==> config.mk <==
export PLATFORM = sky130hd
export DESIGN_NAME = stepper_controller
export DESIGN_NICKNAME = d
export VERILOG_FILES = /design/src/stepper_pkg.sv /design/src/spi_word.sv /design/src/command_decoder.sv /design/src/move_sequencer.sv /design/src/dda_axis.sv /design/src/stepper_controller.sv
export SDC_FILE = /design/constraint.sdc
export NUM_CORES = 2
export LEC_CHECK = 0
export BUFFER_PORTS_ARGS = -buffer_cell sky130_fd_sc_hd__buf_2
export CAP_MARGIN = 20
export CORE_ASPECT_RATIO = 1.25
export CORE_MARGIN = 2
export CORE_UTILIZATION = 35
export CTS_CLUSTER_DIAMETER = 200
export DETAILED_ROUTE_END_ITERATION = 10
export PLACE_DENSITY = 0.47
export SLEW_MARGIN = 15
export SYNTH_ARGS = -nofsm -noshare
export SYNTH_HDL_FRONTEND = slang
export SYNTH_SLANG_ARGS = --single-unit
==> constraint.sdc <==
create_clock -name CLK -period 32.7 [get_ports CLK]
set_input_delay 1.635 -clock CLK [delete_from_list [all_inputs] [get_ports CLK]]
set_output_delay 1.635 -clock CLK [all_outputs]
set_load 0.03 [all_outputs]
==> src/stepper_pkg.sv <==
package stepper_pkg;

  // Fixed machine size
  localparam int MOTOR_COUNT = 2;
  localparam int MOVE_SLOTS = 2;
  localparam int SLOT_BITS = 1;
  localparam int WORD_BITS = 64;

  // Coordinated move: header, duration, then inc and incinc per axis
  localparam int MOVE_LAST_WORD = 2 * MOTOR_COUNT + 1;

  // Command codes, top byte of a header word
  localparam logic [7:0] CMD_COORDINATED_STEP = 8'h01;
  localparam logic [7:0] CMD_MOTOR_ENABLE = 8'h0A;
  localparam logic [7:0] CMD_CLK_DIVISOR = 8'h0B;
  localparam logic [7:0] CMD_MOTORCONFIG = 8'h10;
  localparam logic [7:0] CMD_MICROSTEPPER_CONFIG = 8'h16;
  localparam logic [7:0] CMD_CHARGEPUMP = 8'h1A;
  localparam logic [7:0] CMD_BRIDGEINVERT = 8'h1B;
  localparam logic [7:0] CMD_API_VERSION = 8'hFE;

  localparam logic [7:0] VERSION_MAJOR = 8'd1;
  localparam logic [7:0] VERSION_MINOR = 8'd2;
  localparam logic [7:0] VERSION_PATCH = 8'd3;

  // Reset values of the configuration registers
  localparam logic [2:0] DEF_MICROSTEPS = 3'd2;
  localparam logic [7:0] DEF_CURRENT = 8'd140;
  localparam logic [9:0] DEF_OFFTIME = 10'd810;
  localparam logic [7:0] DEF_BLANKTIME = 8'd27;
  localparam logic [9:0] DEF_FASTDECAY = 10'd706;
  localparam logic [7:0] DEF_MIN_ON = 8'd54;
  localparam logic [10:0] DEF_CUR_THRESHOLD = 11'd1024;
  localparam logic [7:0] DEF_CHARGEPUMP = 8'd91;
  localparam logic DEF_BRIDGE_INVERT = 1'b0;
  localparam logic [7:0] DEF_CLK_DIVISOR = 8'd40;

  // Microstepper config word, low bit of each field
  localparam int MS_OFFTIME_LSB = 37;
  localparam int MS_BLANKTIME_LSB = 29;
  localparam int MS_FASTDECAY_LSB = 19;
  localparam int MS_MIN_ON_LSB = 11;
  localparam int MS_CUR_THRESHOLD_LSB = 0;

  typedef struct packed {
    logic [7:0] cmd;
    logic [WORD_BITS-9:0] payload;
  } spi_header_t;

  // A received word is either raw data or a command header
  typedef union packed {
    logic [WORD_BITS-1:0] raw;
    spi_header_t hdr;
  } spi_word_u;

endpackage

==> src/spi_word.sv <==
`timescale 1ns/100ps

module spi_word (
  input  logic CLK,
  input  logic resetn,
  input  logic sck,
  input  logic cs,
  input  logic copi,
  input  logic [stepper_pkg::WORD_BITS-1:0] send_data,
  output logic cipo,
  output logic word_received,
  output logic [stepper_pkg::WORD_BITS-1:0] word_data
);
  import stepper_pkg::*;

  logic [1:0] sck_sync;
  logic [1:0] cs_sync;
  logic [1:0] copi_sync;
  logic sck_prev;
  logic sck_rise;
  logic sck_fall;
  logic cs_active;
  logic [5:0] bit_count;
  logic [WORD_BITS-1:0] shift_in;
  logic [WORD_BITS-1:0] shift_out;
  logic [WORD_BITS-1:0] rx_next;

  assign sck_rise = sck_sync[1] & ~sck_prev;
  assign sck_fall = ~sck_sync[1] & sck_prev;
  assign cs_active = ~cs_sync[1];
  assign rx_next = {shift_in[WORD_BITS-2:0], copi_sync[1]};
  assign cipo = shift_out[WORD_BITS-1];

  // Pin synchronizers, CS idles high
  always_ff @(posedge CLK) begin
    if (!resetn) begin
      sck_sync <= 2'b00;
      cs_sync <= 2'b11;
      copi_sync <= 2'b00;
      sck_prev <= 1'b0;
    end else begin
      sck_sync <= {sck_sync[0], sck};
      cs_sync <= {cs_sync[0], cs};
      copi_sync <= {copi_sync[0], copi};
      sck_prev <= sck_sync[1];
    end
  end

  always_ff @(posedge CLK) begin
    if (!resetn) begin
      bit_count <= '0;
      word_received <= 1'b0;
      shift_out <= '0;
    end else begin
      word_received <= 1'b0;
      if (!cs_active) begin
        bit_count <= '0;
      end else if (sck_rise) begin
        // Counter wraps to zero on the 64th bit
        bit_count <= bit_count + 1'b1;
        if (bit_count == '1) begin
          word_received <= 1'b1;
        end
      end
      // Between words the reply is reloaded so late updates still go out
      if (!cs_active || bit_count == '0) begin
        shift_out <= send_data;
      end else if (sck_fall) begin
        shift_out <= {shift_out[WORD_BITS-2:0], 1'b0};
      end
    end
  end

  always_ff @(posedge CLK) begin
    if (cs_active && sck_rise) begin
      shift_in <= rx_next;
      if (bit_count == '1) begin
        word_data <= rx_next;
      end
    end
  end

endmodule

==> src/command_decoder.sv <==
`timescale 1ns/100ps

module command_decoder (
  input  logic CLK,
  input  logic resetn,
  input  logic word_received,
  input  logic [stepper_pkg::WORD_BITS-1:0] word_data,
  input  logic [63:0] encoder_count,
  input  logic [stepper_pkg::MOVE_SLOTS-1:0] slot_finished,
  output logic [stepper_pkg::WORD_BITS-1:0] send_data,
  output logic move_wr,
  output logic [stepper_pkg::SLOT_BITS-1:0] wr_slot,
  output logic [stepper_pkg::MOTOR_COUNT-1:0] move_dir,
  output logic [63:0] move_duration,
  output logic [stepper_pkg::MOTOR_COUNT-1:0][63:0] move_inc,
  output logic [stepper_pkg::MOTOR_COUNT-1:0][63:0] move_incinc,
  output logic [stepper_pkg::MOVE_SLOTS-1:0] slot_ready,
  output logic [stepper_pkg::MOTOR_COUNT-1:0] enable,
  output logic [7:0] clock_divisor,
  output logic [2:0] microsteps,
  output logic [7:0] current,
  output logic [9:0] config_offtime,
  output logic [7:0] config_blanktime,
  output logic [9:0] config_fastdecay_threshold,
  output logic [7:0] config_minimum_on_time,
  output logic [10:0] config_current_threshold,
  output logic [7:0] config_chargepump_period,
  output logic config_invert_highside,
  output logic config_invert_lowside
);
  import stepper_pkg::*;

  spi_word_u rx;
  logic word_q;
  logic [7:0] msg_cmd;
  logic [7:0] word_count;
  logic [63:0] encoder_store;
  logic in_message;
  logic is_move;
  logic hdr_take;
  logic data_take;

  assign rx = word_data;
  assign in_message = (msg_cmd == CMD_COORDINATED_STEP) || (msg_cmd == CMD_API_VERSION);
  assign is_move = (msg_cmd == CMD_COORDINATED_STEP);
  assign hdr_take = word_q & ~in_message;
  assign data_take = word_q & in_message;

  // Move staging and encoder snapshot
  always_ff @(posedge CLK) begin
    if (hdr_take && rx.hdr.cmd == CMD_COORDINATED_STEP) begin
      move_dir <= rx.hdr.payload[MOTOR_COUNT-1:0];
      encoder_store <= encoder_count;
    end
    if (data_take && is_move) begin
      if (word_count == 8'd1) begin
        move_duration <= rx.raw;
      end
      for (int a = 0; a < MOTOR_COUNT; a++) begin
        if (word_count == 8'(2 * a + 2)) begin
          move_inc[a] <= rx.raw;
        end
        if (word_count == 8'(2 * a + 3)) begin
          move_incinc[a] <= rx.raw;
        end
      end
    end
  end

  always_ff @(posedge CLK) begin
    if (!resetn) begin
      word_q <= 1'b0;
      msg_cmd <= '0;
      word_count <= '0;
      send_data <= '0;
      move_wr <= 1'b0;
      wr_slot <= '0;
      slot_ready <= '0;
      enable <= '0;
      clock_divisor <= DEF_CLK_DIVISOR;
      microsteps <= DEF_MICROSTEPS;
      current <= DEF_CURRENT;
      config_offtime <= DEF_OFFTIME;
      config_blanktime <= DEF_BLANKTIME;
      config_fastdecay_threshold <= DEF_FASTDECAY;
      config_minimum_on_time <= DEF_MIN_ON;
      config_current_threshold <= DEF_CUR_THRESHOLD;
      config_chargepump_period <= DEF_CHARGEPUMP;
      config_invert_highside <= DEF_BRIDGE_INVERT;
      config_invert_lowside <= DEF_BRIDGE_INVERT;
    end else begin
      word_q <= word_received;
      move_wr <= 1'b0;
      // Slot goes pending the cycle after its data is stored
      if (move_wr) begin
        slot_ready[wr_slot] <= ~slot_finished[wr_slot];
        wr_slot <= wr_slot + 1'b1;
      end
      if (word_q) begin
        send_data <= '0;
        if (!in_message) begin
          msg_cmd <= rx.hdr.cmd;
          word_count <= 8'd1;
          case (rx.hdr.cmd)
            CMD_MOTOR_ENABLE: enable <= rx.hdr.payload[MOTOR_COUNT-1:0];
            CMD_CLK_DIVISOR: clock_divisor <= rx.hdr.payload[7:0];
            CMD_MOTORCONFIG: begin
              current <= rx.hdr.payload[15:8];
              microsteps <= rx.hdr.payload[2:0];
            end
            CMD_MICROSTEPPER_CONFIG: begin
              config_offtime <= rx.hdr.payload[MS_OFFTIME_LSB +: 10];
              config_blanktime <= rx.hdr.payload[MS_BLANKTIME_LSB +: 8];
              config_fastdecay_threshold <= rx.hdr.payload[MS_FASTDECAY_LSB +: 10];
              config_minimum_on_time <= rx.hdr.payload[MS_MIN_ON_LSB +: 8];
              config_current_threshold <= rx.hdr.payload[MS_CUR_THRESHOLD_LSB +: 11];
            end
            CMD_CHARGEPUMP: config_chargepump_period <= rx.hdr.payload[7:0];
            CMD_BRIDGEINVERT: begin
              config_invert_highside <= rx.hdr.payload[1];
              config_invert_lowside <= rx.hdr.payload[0];
            end
            CMD_API_VERSION: begin
              send_data <= {40'd0, VERSION_MAJOR, VERSION_MINOR, VERSION_PATCH};
            end
            default: ;
          endcase
        end else if (is_move) begin
          word_count <= word_count + 1'b1;
          // Snapshot goes out while the host sends the incinc word
          if (word_count >= 8'd2 && !word_count[0]) begin
            send_data <= encoder_store;
          end
          if (word_count == 8'(MOVE_LAST_WORD)) begin
            msg_cmd <= '0;
            word_count <= '0;
            move_wr <= 1'b1;
          end
        end else begin
          // Trailing word of a two-word exchange
          msg_cmd <= '0;
          word_count <= '0;
        end
      end
    end
  end

endmodule

==> src/move_sequencer.sv <==
`timescale 1ns/100ps

module move_sequencer (
  input  logic CLK,
  input  logic resetn,
  input  logic [7:0] clock_divisor,
  input  logic move_wr,
  input  logic [stepper_pkg::SLOT_BITS-1:0] wr_slot,
  input  logic [stepper_pkg::MOTOR_COUNT-1:0] move_dir,
  input  logic [63:0] move_duration,
  input  logic [stepper_pkg::MOTOR_COUNT-1:0][63:0] move_inc,
  input  logic [stepper_pkg::MOTOR_COUNT-1:0][63:0] move_incinc,
  input  logic [stepper_pkg::MOVE_SLOTS-1:0] slot_ready,
  output logic [stepper_pkg::MOVE_SLOTS-1:0] slot_finished,
  output logic [stepper_pkg::MOTOR_COUNT-1:0] dir,
  output logic dda_tick,
  output logic loading,
  output logic executing,
  output logic [stepper_pkg::MOTOR_COUNT-1:0][63:0] cur_inc,
  output logic [stepper_pkg::MOTOR_COUNT-1:0][63:0] cur_incinc,
  output logic buffer_dtr,
  output logic move_done
);
  import stepper_pkg::*;

  logic [MOTOR_COUNT-1:0] slot_dir [MOVE_SLOTS];
  logic [63:0] slot_duration [MOVE_SLOTS];
  logic [MOTOR_COUNT-1:0][63:0] slot_inc [MOVE_SLOTS];
  logic [MOTOR_COUNT-1:0][63:0] slot_incinc [MOVE_SLOTS];
  logic [SLOT_BITS-1:0] rd_slot;
  logic [7:0] div_count;
  logic [63:0] ticks_left;
  logic move_idle;
  logic pending;
  logic in_move;

  // Slot is pending while its toggle bits differ
  assign pending = slot_ready[rd_slot] ^ slot_finished[rd_slot];
  assign loading = move_idle & pending;
  assign in_move = ~move_idle & pending;
  // No ticks reach the DDAs on the cycle a move ends
  assign executing = in_move & (ticks_left != '0);
  assign buffer_dtr = ~&(slot_ready ^ slot_finished);

  assign dir = slot_dir[rd_slot];
  assign cur_inc = slot_inc[rd_slot];
  assign cur_incinc = slot_incinc[rd_slot];

  always_ff @(posedge CLK) begin
    if (move_wr) begin
      slot_dir[wr_slot] <= move_dir;
      slot_duration[wr_slot] <= move_duration;
      slot_inc[wr_slot] <= move_inc;
      slot_incinc[wr_slot] <= move_incinc;
    end
  end

  // Tick every clock_divisor cycles, divisor 0 acts as 1
  always_ff @(posedge CLK) begin
    if (!resetn) begin
      div_count <= '0;
      dda_tick <= 1'b0;
    end else if ({1'b0, div_count} + 9'd1 >= {1'b0, clock_divisor}) begin
      div_count <= '0;
      dda_tick <= 1'b1;
    end else begin
      div_count <= div_count + 1'b1;
      dda_tick <= 1'b0;
    end
  end

  always_ff @(posedge CLK) begin
    if (!resetn) begin
      rd_slot <= '0;
      ticks_left <= '0;
      move_idle <= 1'b1;
      slot_finished <= '0;
      move_done <= 1'b0;
    end else if (loading) begin
      ticks_left <= slot_duration[rd_slot];
      move_idle <= 1'b0;
    end else if (in_move) begin
      if (ticks_left == '0) begin
        // Hand the slot back and move on
        move_idle <= 1'b1;
        move_done <= ~move_done;
        slot_finished[rd_slot] <= ~slot_finished[rd_slot];
        rd_slot <= rd_slot + 1'b1;
      end else if (dda_tick) begin
        ticks_left <= ticks_left - 1'b1;
      end
    end
  end

endmodule

==> src/dda_axis.sv <==
`timescale 1ns/100ps

module dda_axis (
  input  logic CLK,
  input  logic resetn,
  input  logic dda_tick,
  input  logic loading,
  input  logic executing,
  input  logic [63:0] inc,
  input  logic [63:0] incinc,
  output logic step
);

  // 32.32 fixed point position and velocity
  logic [63:0] accumulator;
  logic [63:0] velocity;
  logic [63:0] acc_next;
  logic advance;

  assign advance = dda_tick & executing;
  assign acc_next = accumulator + velocity;

  always_ff @(posedge CLK) begin
    if (!resetn) begin
      accumulator <= '0;
      velocity <= '0;
      step <= 1'b0;
    end else begin
      step <= 1'b0;
      if (loading) begin
        accumulator <= '0;
        velocity <= inc;
      end else if (advance) begin
        // Position uses the velocity from before this tick
        accumulator <= acc_next;
        velocity <= velocity + incinc;
        // One pulse whenever the whole-step part moves up
        step <= (acc_next[63:32] > accumulator[63:32]);
      end
    end
  end

endmodule

==> src/stepper_controller.sv <==
`timescale 1ns/100ps

module stepper_controller (
  input  logic CLK,
  input  logic resetn,
  input  logic sck,
  input  logic cs,
  input  logic copi,
  input  logic [63:0] encoder_count,
  output logic cipo,
  output logic [stepper_pkg::MOTOR_COUNT-1:0] step,
  output logic [stepper_pkg::MOTOR_COUNT-1:0] dir,
  output logic [stepper_pkg::MOTOR_COUNT-1:0] enable,
  output logic [7:0] clock_divisor,
  output logic [2:0] microsteps,
  output logic [7:0] current,
  output logic [9:0] config_offtime,
  output logic [7:0] config_blanktime,
  output logic [9:0] config_fastdecay_threshold,
  output logic [7:0] config_minimum_on_time,
  output logic [10:0] config_current_threshold,
  output logic [7:0] config_chargepump_period,
  output logic config_invert_highside,
  output logic config_invert_lowside,
  output logic buffer_dtr,
  output logic move_done
);
  import stepper_pkg::*;

  logic [WORD_BITS-1:0] word_data;
  logic [WORD_BITS-1:0] send_data;
  logic word_received;
  logic move_wr;
  logic [SLOT_BITS-1:0] wr_slot;
  logic [MOTOR_COUNT-1:0] move_dir;
  logic [63:0] move_duration;
  logic [MOTOR_COUNT-1:0][63:0] move_inc;
  logic [MOTOR_COUNT-1:0][63:0] move_incinc;
  logic [MOVE_SLOTS-1:0] slot_ready;
  logic [MOVE_SLOTS-1:0] slot_finished;
  logic dda_tick;
  logic loading;
  logic executing;
  logic [MOTOR_COUNT-1:0][63:0] cur_inc;
  logic [MOTOR_COUNT-1:0][63:0] cur_incinc;

  spi_word u_spi_word (
    .CLK(CLK), .resetn(resetn), .sck(sck), .cs(cs), .copi(copi),
    .send_data(send_data), .cipo(cipo), .word_received(word_received),
    .word_data(word_data)
  );

  command_decoder u_command_decoder (
    .CLK(CLK), .resetn(resetn), .word_received(word_received), .word_data(word_data),
    .encoder_count(encoder_count), .slot_finished(slot_finished), .send_data(send_data),
    .move_wr(move_wr), .wr_slot(wr_slot), .move_dir(move_dir),
    .move_duration(move_duration), .move_inc(move_inc), .move_incinc(move_incinc),
    .slot_ready(slot_ready), .enable(enable), .clock_divisor(clock_divisor),
    .microsteps(microsteps), .current(current), .config_offtime(config_offtime),
    .config_blanktime(config_blanktime),
    .config_fastdecay_threshold(config_fastdecay_threshold),
    .config_minimum_on_time(config_minimum_on_time),
    .config_current_threshold(config_current_threshold),
    .config_chargepump_period(config_chargepump_period),
    .config_invert_highside(config_invert_highside),
    .config_invert_lowside(config_invert_lowside)
  );

  move_sequencer u_move_sequencer (
    .CLK(CLK), .resetn(resetn), .clock_divisor(clock_divisor), .move_wr(move_wr),
    .wr_slot(wr_slot), .move_dir(move_dir), .move_duration(move_duration),
    .move_inc(move_inc), .move_incinc(move_incinc), .slot_ready(slot_ready),
    .slot_finished(slot_finished), .dir(dir), .dda_tick(dda_tick), .loading(loading),
    .executing(executing), .cur_inc(cur_inc), .cur_incinc(cur_incinc),
    .buffer_dtr(buffer_dtr), .move_done(move_done)
  );

  // One DDA per axis
  for (genvar i = 0; i < MOTOR_COUNT; i++) begin : g_axis
    dda_axis u_dda_axis (
      .CLK(CLK), .resetn(resetn), .dda_tick(dda_tick), .loading(loading),
      .executing(executing), .inc(cur_inc[i]), .incinc(cur_incinc[i]), .step(step[i])
    );
  end

endmodule

# Word level (Yosys, flattened, before mapping)
# Memories as Yosys holds them, arrays and structs flattened. A register that Yosys moved wholly into a read port is not among the register bits.
# Cells that the tools add are included.
[word_totals] ff_bits=1090 mem_bits_rw=644 in_bits=69 out_inout_bits=85 elab_cells=200 mem_count=4
[mem_list] memory="u_move_sequencer.slot_inc" depth=2 word_bits=128 read_ports=1 rd_clocked_by_memory_dff=1 write_ports=1 line_no="move_sequencer.sv:28" rtl="logic [MOTOR_COUNT-1:0][63:0] slot_inc [MOVE_SLOTS];"
[mem_list] memory="u_move_sequencer.slot_incinc" depth=2 word_bits=128 read_ports=1 rd_clocked_by_memory_dff=1 write_ports=1 line_no="move_sequencer.sv:29" rtl="logic [MOTOR_COUNT-1:0][63:0] slot_incinc [MOVE_SLOTS];"
[mem_list] memory="u_move_sequencer.slot_duration" depth=2 word_bits=64 read_ports=1 rd_clocked_by_memory_dff=1 write_ports=1 line_no="move_sequencer.sv:27" rtl="logic [63:0] slot_duration [MOVE_SLOTS];"
[mem_list] memory="u_move_sequencer.slot_dir" depth=2 word_bits=2 read_ports=1 rd_clocked_by_memory_dff=1 write_ports=1 line_no="move_sequencer.sv:26" rtl="logic [MOTOR_COUNT-1:0] slot_dir [MOVE_SLOTS];"
[classes] addsub=11 n_lt_le_gt_ge=8 n_eq_ne=18 n_mux=48 bitwise_logic=22 n_reduce_logical=41
[ops] operator="$mux W64" n=13
[ops] operator="$add A64 B64 Y64" n=4
[ops] operator="$gt A32 B32 Y1" n=2
[ops] operator="$logic_not A64 Y1" n=1
[ops] operator="$reduce_bool A64 Y1" n=1
[ops] operator="$sub A64 B1 Y64 const B" n=1
[ops] operator="$mux W8" n=6
[ops] operator="$eq A8 B5 Y1 const B" n=4
[ops] operator="$eq A8 B1 Y1 const B" n=3
[ops] operator="$mux W1" n=24
[ops] operator="$reduce_and A3 Y1" n=8
[ops] operator="$reduce_and A2 Y1" n=9
[ops] operator="$mux W17" n=1
[ops] operator="$add A8 B1 Y8 const B" n=2
[ops] operator="$eq A8 B2 Y1 const B" n=2
[ops] operator="$eq A8 B3 Y1 const B" n=2
[ops] operator="$eq A8 B4 Y1 const B" n=2
[ops] operator="$eq A8 B8 Y1 const B" n=2
[ops] operator="$not A1 Y1" n=12
[ops] operator="$reduce_bool A2 Y1" n=5
[ops] operator="$add A8 B1 Y9 const B" n=1
[ops] operator="$ge A9 B8 Y1" n=1
[ops] operator="$and A1 B1 Y1" n=8
[ops] operator="$ge A8 B2 Y1 const B" n=1
[ops] operator="other kinds (18)" n=33

# Longest topological paths before layout
[logic_depth] depth_word=8 mapped_depth=24 depth_no_buf=24

# Cells and area by module
# A second synthesis with hierarchy kept.
[unflattened] cells_unflattened=6702 area_unflattened_um2=79462.5
[modules_own_cells] module="move_sequencer" instances=1 cells_each=1541 area_each_um2=27546.4 seq_area_each_um2=20920.1
[modules_own_cells] module="command_decoder" instances=1 cells_each=995 area_each_um2=17715.7 seq_area_each_um2=14854.2
[modules_own_cells] module="dda_axis (g_axis[0].u_dda_axis)" instances=1 cells_each=1846 area_each_um2=13481.7 seq_area_each_um2=2582.5
[modules_own_cells] module="dda_axis (g_axis[1].u_dda_axis)" instances=1 cells_each=1853 area_each_um2=13394.1 seq_area_each_um2=2582.5
[modules_own_cells] module="spi_word" instances=1 cells_each=467 area_each_um2=7324.5 seq_area_each_um2=5375.2

# Worst setup path before layout
# Ideal clock, no wire load.
[synth_path] path_kind="reg2reg" start="reg u_command_decoder.wr_slot" end="reg u_command_decoder.slot_ready[0] in the netlist's numbering" setup_ns=0.703 arrival_time_ns=15.259 required_time_ns=31.997 slack_ns=16.739 path_stages_with_launch=3 path_buffers=0 cell_sequence="dfxtp_1 > nor2b_1 > a211oi_1"
[synth_between] elab_chain_cells=5
[synth_lines] item="start: declaration" line_no="command_decoder.sv:12" rtl="output logic [stepper_pkg::SLOT_BITS-1:0] wr_slot,"
[synth_lines] item="start signal: assignment" line_no="command_decoder.sv:97" rtl="wr_slot <= wr_slot + 1'b1;"
[synth_lines] item="$lt A1 B2 Y1 (not written as such) / $ge A1 B1 Y1 (equally long branches)" line_no="command_decoder.sv:96" rtl="slot_ready[wr_slot] <= ~slot_finished[wr_slot];"
[synth_lines] item="$logic_and A1 B1 Y1 (not written as such)" line_no="command_decoder.sv:96"
[synth_lines] item="$mux W1 (not written as such)" line_no="command_decoder.sv:96"
[synth_lines] item="$demux W1 S1"
[synth_lines] item="$bwmux W2 *" line_no="command_decoder.sv:96"
[synth_lines] item="end signal: indexed assignment" line_no="command_decoder.sv:96"
[synth_lines] item="end: declaration" line_no="command_decoder.sv:17" rtl="output logic [stepper_pkg::MOVE_SLOTS-1:0] slot_ready,"
# Every way passes the cells marked *; elsewhere a longest branch is shown, timed or not. The select of a mux whose other input is x is not followed.
# A chain may end at the register's enable or synchronous reset.

==> reports/metrics.yaml <==
clock_tree:
  post_cts_buffers: 0
  cts_tree: "yes"
  cts_root_buffer: "clkbuf_16"
  clkLatencyLatePin_ps: 840
  cts_htree_levels: 4
  cts_buffer_depth: 4
  numCtsBuffers: 186
  cts_hold_buf: 0
  cts_sinks: 1735
  clk_pin_slew_ps: 60
  ctsResizeCount: 0
sta:
  slew_headroom_pct: 18.6
  fin_crit_ps: 6770
  max_freq_mhz: 148
  setup_tns_ps: 0
  rsz0062_at_grt: "no"
  slew_violations: 0
  fin_skew_ps: 77.0
  finalSetupViolations: 0
  fin_crit_sh_pct: 20.7
  worst_pin_slew_ps: 1210
  hold_viol_final: 0
global_route:
  grt-ovfl-total: 0
  grt.total_usage_pct: 19.0
  grt_pass1_wl_mm: 326
  grt_max_degree: 144
  antenna_found_initial: 21
  grt_pass1_vias: 51876
drt:
  dr_wl_met3_mm: 9.04
  wl_per_cell_um: 22.5
  drc: 0
  routed_wl_mm: 219
  wl_met2_mm: 108
  topRoutingLayerUsed: "met4"
  drt_iter0_markers: 2924
  wl_met1_mm: 95.0
  vias: 51355
  avgViaCountPerCell: 5.28
  final_antenna_net_count: 0
  dr.pass1.iters: 5
logic_synthesis:
  syn_avg_cell_area_sq_um: 11.8
  synthesis.nets: 6984
  yosysUniqueCellTypes: 103
  syn-cell-area_sq_um: 77600
  synthTopCellsByCount: "edfxtp_1 (1157), nand2_1 (636), a21oi_1 (617)"
  syn_inst: 6577
  synth.area.top_cells: "edfxtp_1 (45%), dfxtp_1 (15%), ha_1 (5.4%)"
  synth_enable_flop_cells: 1157
  yosysWarningCount: 0
  synth.yosys.seq_area_share_pct: 59.7
  synth.most_common_cell: "edfxtp_1"
  ys_ff_latch: 1735
  yosys.area.top_type: "edfxtp_1"
  synth_top_area_share_pct: 44.8
  ys_async_sr_fraction_pct: 0
  yosys_most_used_dff: "edfxtp_1"
worst_setup_path:
  path_delay_family: "compound AO/OA/AOI/OAI gates"
  worstSetupPathType: "flip-flop to flip-flop"
  cp-end-kind: "flip-flop"
  crit_buf_inv: 2
  start_kind: "flip-flop"
  regToRegSetupSlack_ps: 25930
  cp_slowest_cell: "nor4_1"
  critical_path.cell_chain: "buf_12 -> buf_4 -> mux2_2 -> ha_1 -> o21a_1 -> a211oi_1 -> nor4_1 -> nor4_1 -> o31ai_2 -> a31oi_1 -> o21a_1 -> o21ai_2 -> nand2b_1 -> mux2_2 -> a2111oi_2"
  crit_path_max_fanout: 90
  cp_data_required_time_ps: 33390
  slowest_delay_ps: 910
  cp.arrival_ps: 7460
floorplan:
  start_util_pct: 35.2
  rows: 193
  dieWidth_um: 425
  dieArea_sq_um: 225000
  ios: 154
  core_area_sq_um: 221000
  die_y_um: 530
pwr:
  power_frac_comb_pct: 0.6
  leakage_nw: 30.3
  switching_share_pct: 20.3
  power.share.clock_pct: 47.6
  ir_worst_vdd_uv: 42.6
  powerDensity_nw_per_um2: 51.1
  power_mw: 4.47
  p_sw_uw: 905
  p_int_mw: 3.56
  seq_power_share_pct: 51.8
place:
  gp_congestion: 0.971
  io_buffers: 153
  dp.cells: 9382
  dp_hpwl_mm: 146
  place_area_sq_um: 81300
cells_and_area:
  layoutNonFillerInstCount: 9725
  drive_above_1_share_pct: 11.5
  syn2layout_area_growth_pct: 12.7
  fill_cells: 21234
  post-route-util_pct: 39.6
  regArea_sq_um: 46300
  design_area_sq_um: 87400
  layout.nets: 7052
  multi_input_area_sq_um: 29300
min_path:
  hold_path_class: "flip-flop to flip-flop"
status:
  outcome: "finished clean"
job:
  maxCapViolations: 0
per-layer routing:
layer / GRT usage (%) / vias up
li1: - / 24670
met1: 24.0 / 25282
met2: 33.6 / 1052
met3: 2.51 / 351
met4: 5.87 / 0
met5: 0 / -
kinds of logic (layout without fill, tap and decap cells):
family | Yosys count | in the layout | synth area share [%]
adders and majority gates | 338 | 338 | 5.49
DFF | 1735 | 1735 | 59.7
other | 0 | 6 | 0
xor gates and xnor gates | 289 | 289 | 3.26
AOI/OAI and AO/OA | 1630 | 1630 | 13.4
and+or+nand+nor | 1664 | 1664 | 9.98
buffers and inverters | 516 | 733 | 2.69
muxes | 405 | 405 | 5.53
layout make-up:
| type | instances | area share (%) |
|---|---|---|
| Sequential cell | 1735 | 53.0 |
| Tap cell | 2925 | 4.19 |
| Clock inverter | 95 | 1.19 |
| Antenna cell | 6 | 0.0172 |
| Timing Repair Buffer | 233 | 1.62 |
| Inverter | 163 | 0.708 |
| Clock buffer | 242 | 5.78 |
| Multi-Input combinational cell | 4326 | 33.5 |
worst paths after layout:
kind | from | end | cells past startpoint
worst max-delay path | flip-flop | g_axis[1].u_dda_axis.velocity[57]$_SDFFE_PN0P_ | 15
worst min-delay path | u_command_decoder.move_inc[41]$_DFFE_PP_ | u_move_sequencer.slot_inc[0][41]$_DFFE_PP_ | 0
worst max register to register | flip-flop | g_axis[1].u_dda_axis.velocity[57]$_SDFFE_PN0P_ | 15
worst min register to register | u_command_decoder.move_inc[41]$_DFFE_PP_ | u_move_sequencer.slot_inc[0][41]$_DFFE_PP_ | 0
power by group through the flow:
stage	Sequential (mW)	Clock [mW]	Combinational [mW]
4_1_cts	2.31	2.19	0.0291
5_1_grt	2.31	2.27	0.0312
2_1_floorplan	2.36	0	0.0146
3_3_place_gp	2.36	0	0.0291
3_5_place_dp	2.36	0	0.0291
6_report	2.31	2.12	0.0284
per-stage QoR:
| stage | hold slack [ps] | setup WS [ps] |
|---|---|---|
| floorplan | 386 | 16740 |
| global placement | 394 | 26210 |
| detailed placement | 398 | 26160 |
| CTS | 386 | 26060 |
| global route | 402 | 25750 |
| finish | 403 | 25930 |
state kept, by name, summed over array words and instances, names as in the netlist, 128 cells and up, named ones only:
register	count
u_move_sequencer.slot_inc	256
u_move_sequencer.slot_incinc	256
g_axis.u_dda_axis.accumulator	128
g_axis.u_dda_axis.velocity	128
u_command_decoder.move_inc	128
u_command_decoder.move_incinc	128
u_move_sequencer.slot_duration	128
worst register-to-register path, delay by kind of cell, from the launching register on:
family	cells	cell delay [ps]
AOI/OAI and AO/OA	7	2230
adders and majority gates	1	350
buffers and inverters	2	1300
DFF	1	810
muxes	2	710
and+or+nand+nor	3	1240
cell usage in the layout, fill, tap and decap left out, drive strengths merged, types with 137 or more instances in the layout:
| cell type | Yosys | routed |
|---|---|---|
| edfxtp | 1157 | 1157 |
| nand2 | 638 | 638 |
| a21oi | 619 | 619 |
| dfxtp | 578 | 578 |
| nor2 | 381 | 381 |
| ha | 334 | 334 |
| o21ai | 251 | 251 |
| clkbuf | 276 | 242 |
| buf | 77 | 233 |
| a211oi | 219 | 219 |
| mux2i | 216 | 216 |
| mux2 | 189 | 189 |
| xnor2 | 173 | 173 |
| inv | 163 | 168 |
| nand3 | 158 | 158 |
| a21o | 137 | 137 |
Power figures use the tool's default switching activity.
